## config.mk

```make
export PLATFORM = sky130hd
export DESIGN_NAME = fault_check
export DESIGN_NICKNAME = d
export VERILOG_FILES = /design/src/design/mmu_pkg.sv /design/src/design/fault_check.sv
export VERILOG_INCLUDE_DIRS = /design/src /design/src/design
export SDC_FILE = /design/constraint.sdc
export NUM_CORES = 1
export LEC_CHECK = 0
export BUFFER_PORTS_ARGS = -buffer_cell sky130_fd_sc_hd__buf_2
export CAP_MARGIN = 10
export CORE_AREA = 2 2 54 56
export DETAILED_ROUTE_END_ITERATION = 8
export DIE_AREA = 0 0 56 58
export GPL_ROUTABILITY_DRIVEN = 0
export GPL_TIMING_DRIVEN = 1
export PLACE_DENSITY = 0.62
export SLEW_MARGIN = 15
export SYNTH_ARGS = -nofsm -noshare
export SYNTH_HDL_FRONTEND = slang
export SYNTH_SLANG_ARGS = --single-unit
```

## constraint.sdc

```tcl
create_clock -name vclk -period 1.1
set_input_delay 0.22 -clock vclk [all_inputs]
set_output_delay 0.22 -clock vclk [all_outputs]
set_load 0.05 [all_outputs]
```

## src/design/mmu_cfg.svh

```systemverilog
// Memory stage configuration
// Address, tag, data and table sizes shared by the package and RTL

`ifndef MMU_CFG_SVH
`define MMU_CFG_SVH

// Sv39 virtual address split
`define MMU_VADDR_W 39
`define MMU_PGOFF_W 12
`define MMU_VTAG_W 27

// Physical page tag kept in each TLB entry
`define MMU_PTAG_W 16

`define MMU_DWORD_W 64

`define MMU_TLB_ELS 4

// Scratchpad index is ptag[0] followed by offset[11:3]
`define MMU_RAM_IDX_W 10

`endif

```

## src/design/mmu_pkg.sv

```systemverilog
// Memory stage types
// Opcodes, privilege levels, exception codes and the packed buses

`include "mmu_cfg.svh"

package mmu_pkg;

  typedef enum logic [1:0] {
    e_op_ld     = 2'b00,
    e_op_sd     = 2'b01,
    e_op_sfence = 2'b10
  } mem_op_e;

  // RISC-V privilege encoding
  typedef enum logic [1:0] {
    e_priv_u = 2'b00,
    e_priv_s = 2'b01,
    e_priv_m = 2'b11
  } priv_e;

  typedef enum logic [1:0] {
    e_exc_none      = 2'b00,
    e_exc_tlb_miss  = 2'b01,
    e_exc_load_pf   = 2'b10,
    e_exc_store_pf  = 2'b11
  } exc_e;

  typedef struct packed {
    mem_op_e                  op;
    logic [`MMU_VADDR_W-1:0]  vaddr;
    logic [`MMU_DWORD_W-1:0]  data;
  } mmu_cmd_s;

  // Leaf PTE bits needed for data accesses
  typedef struct packed {
    logic [`MMU_PTAG_W-1:0] ptag;
    logic                   u;
    logic                   w;
    logic                   d;
  } tlb_entry_s;

  typedef struct packed {
    logic [`MMU_VTAG_W-1:0] vtag;
    tlb_entry_s             entry;
  } tlb_fill_s;

  typedef struct packed {
    exc_e                    exc;
    logic [`MMU_DWORD_W-1:0] data;
  } mem_resp_s;

endpackage

```

## src/design/fault_check.sv

```systemverilog
// Sv39 leaf permission check for loads and stores
// Also forms the scratchpad index from the physical or virtual page

`timescale 1ns/1ns
`include "mmu_cfg.svh"

module fault_check
  import mmu_pkg::*;
  (input  mmu_cmd_s                   s1_cmd_i
   , input  tlb_entry_s               entry_i
   , input  priv_e                    priv_i
   , input                            sum_i
   , input                            translation_en_i

   , output exc_e                     fault_o
   , output [`MMU_RAM_IDX_W-1:0]      ram_idx_o
   );

  logic priv_fault;
  logic write_fault;
  logic check_en;
  logic ptag_lsb;

  assign priv_fault = ((priv_i == e_priv_u) && !entry_i.u)
                    | ((priv_i == e_priv_s) && entry_i.u && !sum_i);
  assign write_fault = !entry_i.w || !entry_i.d;

  // Bare mode and M mode skip the check
  assign check_en = translation_en_i && (priv_i != e_priv_m);

  always_comb begin
    fault_o = e_exc_none;
    if (check_en) begin
      if ((s1_cmd_i.op == e_op_sd) && (priv_fault || write_fault)) begin
        fault_o = e_exc_store_pf;
      end else if ((s1_cmd_i.op == e_op_ld) && priv_fault) begin
        fault_o = e_exc_load_pf;
      end
    end
  end

  assign ptag_lsb  = translation_en_i ? entry_i.ptag[0] : s1_cmd_i.vaddr[`MMU_PGOFF_W];
  assign ram_idx_o = {ptag_lsb, s1_cmd_i.vaddr[`MMU_PGOFF_W-1:3]};

endmodule

```

# Yosys cells after proc, flatten, opt, wreduce, memory -nomap -nowiden
# Index checks and enable logic that the tools add are counted.
# word_totals
input_bits	128
out_inout_bits	12
elab_cells	22
ff_bits	0
# classes
bitwise	1
eq_ne	3
n_reduce_logical	14
mux	4
# ops
cell	n
1-bit logical AND	6
2-bit two-way mux	3
2-bit by 1-bit == test with 1-bit output, second input constant	2
1-bit zero test	4
2-bit zero test	2
1-bit logical OR	2
2-bit inequality test, second input constant	1
1-bit two-way mux	1
1-bit bitwise OR	1

# Logic depth before layout (Yosys ltp)
# logic_depth
ltp_word	8
ltp_mapped	3
mapped_depth_nobuf	3

# Worst setup path before layout
# OpenSTA, ideal clock, no wires.
# synth_timing
path_type	input-to-output
startpoint	in entry_i[2] (netlist name)
endpoint	out fault_o[1]
path_buffers	0
slack_ps	-138
stages	3
required_time_ps	880
arrival_time_ps	1018
cell_sequence	or2_1 a21oi_2 o21a_1
# synth_via
elab_chain_len	7
word_cells_on_any_way	11
classes_between	3 x mux; 1 x bitwise; 7 x reduce/logical
# synth_rtl
element	line_no	text
from (decl)	fault_check.sv:10	, input tlb_entry_s entry_i
1-bit zero test or 1-bit logical AND (tied branches)	fault_check.sv:24, fault_check.sv:25	
1-bit logical AND, on equally long branches	fault_check.sv:24, fault_check.sv:25	
1-bit bitwise OR *	fault_check.sv:25	| ((priv_i == e_priv_s) && entry_i.u && !sum_i);
1-bit logical AND or 1-bit logical OR (tied branches)	fault_check.sv:36, fault_check.sv:34	
2-bit two-way mux or 1-bit logical AND (tied branches)	fault_check.sv:36, fault_check.sv:34	
2-bit two-way mux *	fault_check.sv:34	if ((s1_cmd_i.op == e_op_sd) && (priv_fault || write_fault)) begin
2-bit two-way mux *	fault_check.sv:33	if (check_en) begin
to (decl)	fault_check.sv:15	, output exc_e fault_o
# Every way passes the cells marked *; elsewhere a longest branch is shown, timed or not.

# Worst setup path after layout
# layout_timing
startpoint	in priv_i[0]
endpoint	out fault_o[0]
# layout_via
elab_chain_len	8
word_cells_on_any_way	12
classes_between	2 x eq/ne; 2 x mux; 1 x bitwise; 7 x reduce/logical
# layout_rtl
element	line_no	text
from (decl)	fault_check.sv:11	, input priv_e priv_i
2-bit by 1-bit == test with 1-bit output	fault_check.sv:25	
1-bit logical AND (2 in series)	fault_check.sv:25	
1-bit bitwise OR	fault_check.sv:25	
1-bit logical OR	fault_check.sv:34	
1-bit logical AND	fault_check.sv:34	
2-bit two-way mux	fault_check.sv:34	
2-bit two-way mux *	fault_check.sv:33	
# Marked as above.

==> metrics.txt <==
Setup CP Type=in -> out; count of input and output buffers=14; Seq/Total Area, Yosys=0; CP top delay family=compound AO/OA/AOI/OAI gates; total track usage=0.0313; layout cells sized above 1=0.792; Max Used Layer=met3; Tot Pwr=82.0 uW; drt wl/cell=9.38 um; final-report max-slew violation count=0; endpoints failing setup=2; syn nets=148; largest family of logic cells by synthesized area=buffers and inverters; Peak Freq=0.789 GHz; Core ar.=0.00266 mm^2; Comb pwr share=1.000; CP required=0.88 ns; final instance area=231 um^2; Critical Path Source Type=input port; CP arrival=1.05 ns; Final WS setup=-0.168 ns; FFs & Latches=0; area leader, netlist=buf_4; Seq. cell area=0 um^2; via/cell ratio=2.44; Row Count=19; leak pwr=0.0000962 uW; endpoint type of the worst setup path=output pin; CP cell instances=buf_8 > or2_1 > a21oi_2 > o211a_4 > buf_8; share of total power in the clock network=0; adder-cell share of the synthesized area=0; crit share post-route=1.15; Crit path largest cell delay=0.22 ns; relative slew slack=0.831; Yosys warnings=0; first-pass GRT wire length=821 um; Hold Violations, Final=0; top post-synthesis cells by area=buf_4 (51%), mux2_2 (7.6%), o211a_1 (6.8%); Hold-fix buffers, CTS=0; synthesized area per cell=7.38 um^2; residual DRC count=0; Synth Area in XOR/XNOR=0; simple-gate share of the synthesized area=0.161; CP max-delay cell=or2_1; aggregate routed wire length=516 um; failing checks=negative setup slack; status=finished with violations; Distinct cells, synth=11; Post-Syn Area=148 um^2; fin nets=154; final core occ=0.0869; top cell type's share of synthesized area=0.508; Iteration-0 DRC Markers=0; worst slew pin tran=0.253 ns; initial core utilization=0.0555; met1 wire length=228 um; number of global-route vias before repair=157; cell area power density=354 mW/mm^2; Die Y-Extent=58 um; most common cell in the synthesized netlist=buf_4; Die X=56 um; Hold Slack=0.440 ns; Layout area overhead=56.8%; Max-Cap Viols=0; die area=0.00325 mm^2; RSZ-0062 raised after global routing=yes; CP Launch Point=priv_i[0]; Crit path buffers/inverters=2; total gr overflow=0; Post-Place Cell Area=201 um^2; post-synthesis compound-gate area fraction=0.229; worst-path fanout max=3; total number of vias=134; maximum vdd drop=0.0738 mV; Most common cell on crit path=buf_8; fin crit period=1.27 ns; Cells after Synth=20; io pins=140; DR WL met2=206 um; Hold Crit Start=s1_cmd_i[71]; Hold WC Path Type=in -> out; initial antenna violation count=0; routed length on met3=81 um; post-route ant nets=0; post-synthesis mux area share=0.0763; DRT Pass-1 Iters=1; Flop pwr share=0; antenna cells=0; NetSw=42.1 uW; largest net degree at the start of global routing=4; Int Pwr=39.9 uW; Clock Buffer Count=0; switching power share of the total=0.513
==> power by group through the flow <==
stage	sequential [uW]	combinational, uW	clock, uW
2_1_floorplan	0	135	0
3_3_place_gp	0	71.0	0
3_5_place_dp	0	71.9	0
4_1_cts	0	81.3	0
5_1_grt	0	88.3	0
6_report	0	82.0	0
==> layout make-up <==
type	count	area, um^2
tap	31	38.8
timing repair buffer	14	100
inverter	1	3.75
multi-input combinational	9	88.8
fill	323	2430
==> routing by layer <==
metal / GRT usage / vias to the layer above
li1: - / 65
met1: 0.0418 / 55
met2: 0.0487 / 14
met3: 0.0156 / 0
met4: 0 / 0
met5: 0 / -
==> repair_timing <==
item                       4_1_cts  5_1_grt
setup endpoints to repair        2        2
pin swaps                        4        1
cloned                           0        0
gates resized for setup          7        1
hold endpoints to repair         0        0
buffers inserted                 0        0
==> final timing paths <==
| kind | endpoint | slack, ns | cells past startpoint |
|---|---|---|---|
| worst min-delay path | ram_idx_o[4] | 0.44 | 0 |
| worst max-delay path | fault_o[0] | -0.17 | 5 |
==> kinds of logic after synthesis <==
family,Yosys count
AO/OA/AOI/OAI,4
buffers and inverters,11
multiplexers,1
AND/OR/NAND/NOR,4
==> through the flow <==
step                      TNS, ns  setup slack [ns]  instances
after floorplan           -0.0129           -0.0129         20
after global placement     -0.516            -0.273         55
after detailed placement   -0.539            -0.285         55
after CTS                  -0.312            -0.172         55
after global routing       -0.350            -0.191         55
final                      -0.304            -0.168         55
==> layout by cell type (no fill, tap or decap) <==
cell,synthesis,routed
or2_1,1,1
buf_2,0,11
o211a_4,0,1
nand2_1,1,1
mux2_2,1,1
buf_8,0,3
and2_1,1,1
a21oi_2,1,1
o21a_4,0,1
nand3b_1,1,1
inv_1,1,1
a211oi_2,0,1
(Power assumes the default switching activity.)
