===== src/design/mmu_cfg.svh =====
// Memory stage configuration
// Address, tag, data and table sizes shared by the package and RTL

`ifndef MMU_CFG_SVH
`define MMU_CFG_SVH

// Sv39 virtual address split
`define MMU_VADDR_W 39
`define MMU_PGOFF_W 12
`define MMU_VTAG_W 27

// Physical page tag kept in each TLB entry
`define MMU_PTAG_W 16

`define MMU_DWORD_W 64

`define MMU_TLB_ELS 4

// Scratchpad index is ptag[0] followed by offset[11:3]
`define MMU_RAM_IDX_W 10

`endif


===== src/design/mmu_pkg.sv =====
// Memory stage types
// Opcodes, privilege levels, exception codes and the packed buses

`include "mmu_cfg.svh"

package mmu_pkg;

  typedef enum logic [1:0] {
    e_op_ld     = 2'b00,
    e_op_sd     = 2'b01,
    e_op_sfence = 2'b10
  } mem_op_e;

  // RISC-V privilege encoding
  typedef enum logic [1:0] {
    e_priv_u = 2'b00,
    e_priv_s = 2'b01,
    e_priv_m = 2'b11
  } priv_e;

  typedef enum logic [1:0] {
    e_exc_none      = 2'b00,
    e_exc_tlb_miss  = 2'b01,
    e_exc_load_pf   = 2'b10,
    e_exc_store_pf  = 2'b11
  } exc_e;

  typedef struct packed {
    mem_op_e                  op;
    logic [`MMU_VADDR_W-1:0]  vaddr;
    logic [`MMU_DWORD_W-1:0]  data;
  } mmu_cmd_s;

  // Leaf PTE bits needed for data accesses
  typedef struct packed {
    logic [`MMU_PTAG_W-1:0] ptag;
    logic                   u;
    logic                   w;
    logic                   d;
  } tlb_entry_s;

  typedef struct packed {
    logic [`MMU_VTAG_W-1:0] vtag;
    tlb_entry_s             entry;
  } tlb_fill_s;

  typedef struct packed {
    exc_e                    exc;
    logic [`MMU_DWORD_W-1:0] data;
  } mem_resp_s;

endpackage


===== src/design/dtlb.sv =====
// Data TLB
// Four-entry fully associative CAM, round-robin fill, registered lookup

`timescale 1ns/1ns
`include "mmu_cfg.svh"

module dtlb
  import mmu_pkg::*;
  (input                            clk_i
   , input                          reset_i

   , input  [`MMU_VTAG_W-1:0]       lookup_vtag_i

   , input                          fill_v_i
   , input  tlb_fill_s              fill_i
   , input                          flush_i

   , input                          translation_en_i

   , output                         hit_o
   , output tlb_entry_s             entry_o
   );

  localparam int ptr_w = $clog2(`MMU_TLB_ELS);

  logic [`MMU_TLB_ELS-1:0] valid_r;
  logic [`MMU_VTAG_W-1:0]  tag_r   [`MMU_TLB_ELS];
  tlb_entry_s              entry_r [`MMU_TLB_ELS];
  logic [ptr_w-1:0]        rr_ptr_r;

  logic [`MMU_TLB_ELS-1:0] lookup_match;
  logic [`MMU_TLB_ELS-1:0] fill_match;
  logic [ptr_w-1:0]        lookup_idx;
  logic [ptr_w-1:0]        fill_idx;
  logic                    fill_hit;

  logic                    hit_r;
  tlb_entry_s              hit_entry_r;

  always_comb begin
    lookup_idx = '0;
    fill_idx   = rr_ptr_r;
    for (int i = 0; i < `MMU_TLB_ELS; i++) begin
      lookup_match[i] = valid_r[i] && (tag_r[i] == lookup_vtag_i);
      fill_match[i]   = valid_r[i] && (tag_r[i] == fill_i.vtag);
      if (lookup_match[i]) begin
        lookup_idx = ptr_w'(i);
      end
      if (fill_match[i]) begin
        fill_idx = ptr_w'(i);
      end
    end
  end

  assign fill_hit = |fill_match;

  // Fill wins over a same-cycle flush for its own slot
  always_ff @(posedge clk_i) begin
    if (reset_i) begin
      valid_r  <= '0;
      rr_ptr_r <= '0;
    end else begin
      if (flush_i) begin
        valid_r <= '0;
      end
      if (fill_v_i) begin
        valid_r[fill_idx] <= 1'b1;
        if (!fill_hit) begin
          rr_ptr_r <= rr_ptr_r + 1'b1;
        end
      end
    end
  end

  always_ff @(posedge clk_i) begin
    if (fill_v_i) begin
      tag_r[fill_idx]   <= fill_i.vtag;
      entry_r[fill_idx] <= fill_i.entry;
    end
  end

  always_ff @(posedge clk_i) begin
    if (reset_i) begin
      hit_r <= 1'b0;
    end else begin
      hit_r <= !translation_en_i || (|lookup_match);
    end
  end

  always_ff @(posedge clk_i) begin
    hit_entry_r <= entry_r[lookup_idx];
  end

  assign hit_o   = hit_r;
  assign entry_o = hit_entry_r;

  // Refill in place keeps tags unique across entries
  a_onehot_match: assert property (
    @(posedge clk_i) disable iff (reset_i)
    $onehot0(lookup_match)
  );

endmodule


===== config.mk =====
export PLATFORM = sky130hd
export DESIGN_NAME = dtlb
export DESIGN_NICKNAME = d
export VERILOG_FILES = /design/src/design/mmu_pkg.sv /design/src/design/dtlb.sv
export VERILOG_INCLUDE_DIRS = /design/src /design/src/design
export SDC_FILE = /design/constraint.sdc
export NUM_CORES = 1
export LEC_CHECK = 0
export ABC_CLOCK_PERIOD_IN_PS = 4100
export BUFFER_PORTS_ARGS = -buffer_cell sky130_fd_sc_hd__buf_2
export CORE_MARGIN = 1.5
export CORE_UTILIZATION = 59
export DETAILED_ROUTE_END_ITERATION = 16
export GPL_TIMING_DRIVEN = 0
export PLACE_DENSITY = 0.8
export RECOVER_POWER = 25
export SYNTH_ARGS = -nofsm -noshare
export SYNTH_HDL_FRONTEND = slang
export SYNTH_SLANG_ARGS = --single-unit

===== constraint.sdc =====
create_clock -name clk_i -period 4.1 [get_ports clk_i]
set_input_delay 0 -clock clk_i [delete_from_list [all_inputs] [get_ports clk_i]]
set_output_delay 0 -clock clk_i [all_outputs]
set_load 0.005 [all_outputs]

# == Word level (Yosys, flattened, before mapping) ==
# Memories as Yosys holds them, arrays and structs flattened. A register that Yosys moved wholly into a read port is not among the register bits.
# Index checks and enable logic that the tools add are counted.
# op_classes
n_reduce_logical,14
muxes,14
n_bitwise,2
add_sub_neg,1
n_lt_le_gt_ge,2
n_eq_ne,8
# ops
op,count
== test 27 bit,8
2-to-1 mux 2 bit,6
2-to-1 mux 4 bit,3
logical AND 1 bit,9
OR reduction 4 bit,2
2-to-1 mux 1 bit,4
bitwise OR 4 bit,1
less-than comparator 2 x 3 -> 1 bit (second input constant),1
adder 2 x 1 -> 2 bit (second input constant),1
demux 1 bit (select 2 bit),1
>= comparator 2 x 1 -> 1 bit (second input constant),1
AND reduction 2 bit,1
zero test 1 bit,1
logical OR 1 bit,1
NOT 1 bit,1
# totals
elab_cells,46
reg_bits,7
ram_bits,184
n_memories,2
output_inout_bits,20
input_bits,78
# mem_list
name,depth,word_bits,read_ports,rd_clocked_by_memory_dff,write_ports,line_no,text
tag_r,4,27,4,0,1,dtlb.sv:27,logic [`MMU_VTAG_W-1:0] tag_r [`MMU_TLB_ELS];
entry_r,4,19,1,1,1,dtlb.sv:28,tlb_entry_s entry_r [`MMU_TLB_ELS];

# == Logic depth before layout (Yosys ltp) ==
# An unclocked memory read counts as a cell.
# depth
word_depth,13
depth_mapped,9
depth_no_buf,7

# == Worst setup path after synthesis ==
# No wires, ideal clock.
# synth_timing
path_type,reg2reg
startpoint,memory tag_r[2][3] (netlist name)
endpoint,"memory entry_r[0][0] (netlist name), enable pin"
path_buffers,0
period_less_slack_ns,3.641
path_slack_ns,0.459
stages_incl_launch_ff,7
t_arrival_ns,3.214
path_cell_list,edfxtp_1 -> xor2_1 -> nor4_2 -> nand3_1 -> or4_4 -> o21a_4 -> nor4_4
# synth_rtl
item,line_no
from (decl),dtlb.sv:27
to (decl),dtlb.sv:28

==> parameters.txt <==
Parameter                              Value

Worst setup path
  Arrival time at the worst endpoint ... a little under 4 ns
  Classification of the worst setup path ... reg2reg
  RR Endpoint ... entry_r[0][13]
  Worst path required time ... ~4.3 ns
  Endpoint class of the critical path ... flip-flop
  Startpoint of the lowest-slack register-to-register path ... tag_r[2][5]
  FF-to-FF path depth ... 8
  Biggest fanout along the worst timing path ... 13
  Register-to-register path setup slack ... approximately 0.42 ns
  Startpoint Class ... flip-flop

GRT
  Global-route wire length before repair ... between 30000 and 40000 um
  Vias in the first global route ... about 6000
  Total global routing overflow ... 0
  Global-route usage over all layers ... 0.299
  Largest net degree at the start of global routing ... 35
  Number of antenna violations at the first check in global routing ... 1

Finish
  Final cell utilization of the core ... 0.742
  Area growth from synthesis to layout ... 22.1%
  Leading cell types in the layout, fill and taps excluded ... sky130_fd_sc_hd__edfxtp_1, sky130_fd_sc_hd__xor2_1, sky130_fd_sc_hd__xnor2_1
  Layout Cells excl Fill ... just over 1000
  Number of diodes ... 0
  Nets@finish ... about 900
  Most common cell after layout, fill and taps aside ... sky130_fd_sc_hd__edfxtp_1
  Fraction of final layout cells sized beyond drive strength 1 ... 0.168
  Layout filler cell count ... roughly 1000

Synth
  Number of nets produced by synthesis ... about 700
  Compound-gate portion of the synthesized area ... 0.0219
  Distinct cells, synth ... 36
  Adder and majority cell fraction of the synthesized area ... 0
  Share of cell area taken by muxes after synthesis ... 0.0446
  Fraction of post-synthesis cell area in the top cell type by area ... 0.593
  Simple-gate area share of the yosys netlist ... 0.0734
  Main area contributors after synthesis ... sky130_fd_sc_hd__edfxtp_1, sky130_fd_sc_hd__xor2_1, sky130_fd_sc_hd__xnor2_1, sky130_fd_sc_hd__dfxtp_1, sky130_fd_sc_hd__mux2_2
  Number of warnings printed during yosys synthesis ... 0
  Average cell area after synthesis ... about 15 um^2
  Cell area after synthesis ... around 9300 um^2
  Library cell with the largest summed area after synthesis ... sky130_fd_sc_hd__edfxtp_1
  Dominant combinational cell family by area after synthesis ... XOR/XNOR gates
  Fraction of the yosys area taken by sequential cells ... 0.649
  Post-synthesis sequential element count ... between 200 and 250
  Gate count of the mapped netlist ... 625
  Synth Area in XOR/XNOR ... 0.202

Timing
  Clock Skew ... roughly 0.016 ns
  Period Utilization, post-route ... 0.897
  Number of endpoints with negative hold slack in the final report ... 0
  Worst hold slack across all endpoints ... about 0.27 ns
  Final setup TNS ... 0 ns
  Relative max-transition margin ... 0.376
  Min Tclk post-route ... 3.68 ns
  Number of failing setup endpoints in the final timing report ... 0
  Max Clk Rate ... approximately 0.27 GHz
  Count of pins over their slew limit ... 0
  Unrepaired setup endpoints after global routing ... no
  Worst Max-Slew Pin Slew ... 0.929 ns

Route
  Detailed-route wire length per cell ... around 23 um
  Router iterations before antenna repair ... 5
  Highest layer used for signal routing ... met4
  Total vias in the final route ... around 5900
  Via count normalized by instance count ... between 5 and 6
  Amount of wire on met3 after detailed routing ... around 1800 um
  Metal1 wirelength ... around 9500 um
  Routed wire length ... roughly 24000 um
  Count of nets left with antenna violations after detail routing ... 0
  Total met2 wirelength after detailed routing ... 12000 um
  DRC violation count after routing ... 0
  Violation count after the first detailed-routing iteration ... roughly 460

Placed design
  Placer Congestion ... between 0.9 and 1
  IO Port Bufs ... slightly above 90
  # placed instances ... between 900 and 1000
  Final HPWL from detailed placement ... between 15000 and 20000 um

Power and ir drop
  Total power ... just under 5000 uW
  Peak supply drop ... between 0.0004 and 0.0005 V
  PD cells ... 431 nW/um^2
  Standby leakage power ... approximately 0.0041 uW

Floorplanning
  Total die area ... about 17000 um^2
  Placeable core region ... 15300 um^2
  I/O pin count ... 98
  Initial Util ... 0.608
  X dimension of the die ... 129 um
  Floorplan row count ... 45
  Die Ht ... around 130 um

Hold path
  Min-Delay Path Class ... in2reg
  Worst Min Path Start ... fill_i[9]
  Endpoint of the worst hold-timing path ... entry_r[1][9]
  Hold Crit Depth ... 2

Status
  Result of the run ... completed

Clock network
  Level count of the clock H-tree ... 1
  Number of sinks handled by clock tree synthesis ... 210
  Clock-pin slew on the worst setup and hold paths ... around 0.060 ns
  Cell chosen for the clock root ... sky130_fd_sc_hd__clkbuf_16
  Clock insertion delay at the later pin of the skew report ... between 0.5 and 0.6 ns
  Total CTS buffers ... 22
  Post-CTS setup buffer count ... 0
  CTS tree ... done
  Worst-case clock buffer depth ... 3

Flow run
  Number of maximum-capacitance constraint violations ... 0
[flip-flops by register name, summed over array words and instances (netlist names)]
register / count
rr_ptr_r: 2
hit_o: 1
entry_r: 76
entry_o: 19
tag_r: 108
valid_r: 4
[cell families after synthesis]
| family | after synthesis |
|---|---|
| flops | 210 |
| compound gates | 34 |
| xor+xnor | 215 |
| buf+inv | 19 |
| simple gates | 108 |
| mux | 39 |
[Yosys cell counts, drive strengths merged]
| library cell | count |
|---|---|
| a211o | 1 |
| a21oi | 25 |
| a41oi | 1 |
| and3b | 1 |
| and4 | 2 |
| buf | 3 |
| clkbuf | 11 |
| dfxtp | 26 |
| edfxtp | 184 |
| inv | 5 |
| mux2 | 20 |
| mux2i | 19 |
| nand2 | 3 |
| nand2b | 4 |
| nand3 | 3 |
| nand4 | 34 |
| nor2 | 21 |
| nor2b | 2 |
| nor3 | 2 |
| nor4 | 34 |
| o2111ai | 2 |
| o21a | 1 |
| o21ai | 2 |
| o21ba | 1 |
| o221ai | 1 |
| or3 | 1 |
| or4 | 1 |
| xnor2 | 106 |
| xor2 | 109 |
[power by group]
group	switching, uW	total (uW)	internal, uW
clock	810	2000	1190
combinational	256	446	190
sequential	42.9	2460	2410
[layout make-up]
type,count,area [um^2],area share
clock inverter,8,110,0.00969
clock buffer,30,621,0.0546
timing repair buffer,152,1060,0.0932
inverter,5,18.8,0.00165
multi-input combinational,396,3190,0.280
tap,211,264,0.0232
buffer,14,62.6,0.00550
sequential,210,6050,0.532
[repair_timing]
action                                  4_1_cts  5_1_grt
hold buffers                                 53        0
endpoints found under the setup margin        0        0
endpoints found under the hold margin       191        0
resized for setup                             0        0
[worst max-delay path by stage]
stage                             from        endpoint  cells after the start
after floorplan            tag_r[2][3]   entry_r[0][0]                      6
after global placement    tag_r[2][20]   entry_r[0][1]                      6
after detailed placement   tag_r[2][5]   entry_r[0][1]                      8
after CTS                  tag_r[2][5]   entry_r[0][2]                      8
after global routing       tag_r[1][5]  entry_r[0][13]                      8
final                      tag_r[2][5]  entry_r[0][13]                      8
[worst max-delay path, stage by stage, from the launching register on]
cell and delay (ns):
sky130_fd_sc_hd__edfxtp_1 0.41, sky130_fd_sc_hd__xor2_1 0.18, sky130_fd_sc_hd__nor4_1 0.58, sky130_fd_sc_hd__nand2_1 0.12, sky130_fd_sc_hd__or4_4 0.62, sky130_fd_sc_hd__o21a_4 0.16, sky130_fd_sc_hd__nor4_4 0.81, sky130_fd_sc_hd__buf_6 0.30
sky130_fd_sc_hd__buf_8 0.18
[per-layer routing]
metal	track usage	vias to the layer above
li1	-	2651
met1	0.386	2945
met2	0.516	287
met3	0.0553	42
met4	0.0925	0
met5	0	-
[through the flow]
stage	area (um^2)	setup slack (ns)
floorplan	9310	0.459
global placement	10000	-0.991
detailed placement	10100	0.424
CTS	11400	0.410
global route	11400	0.270
finish	11400	0.422
Note: power is estimated with default switching activity, not from simulation.
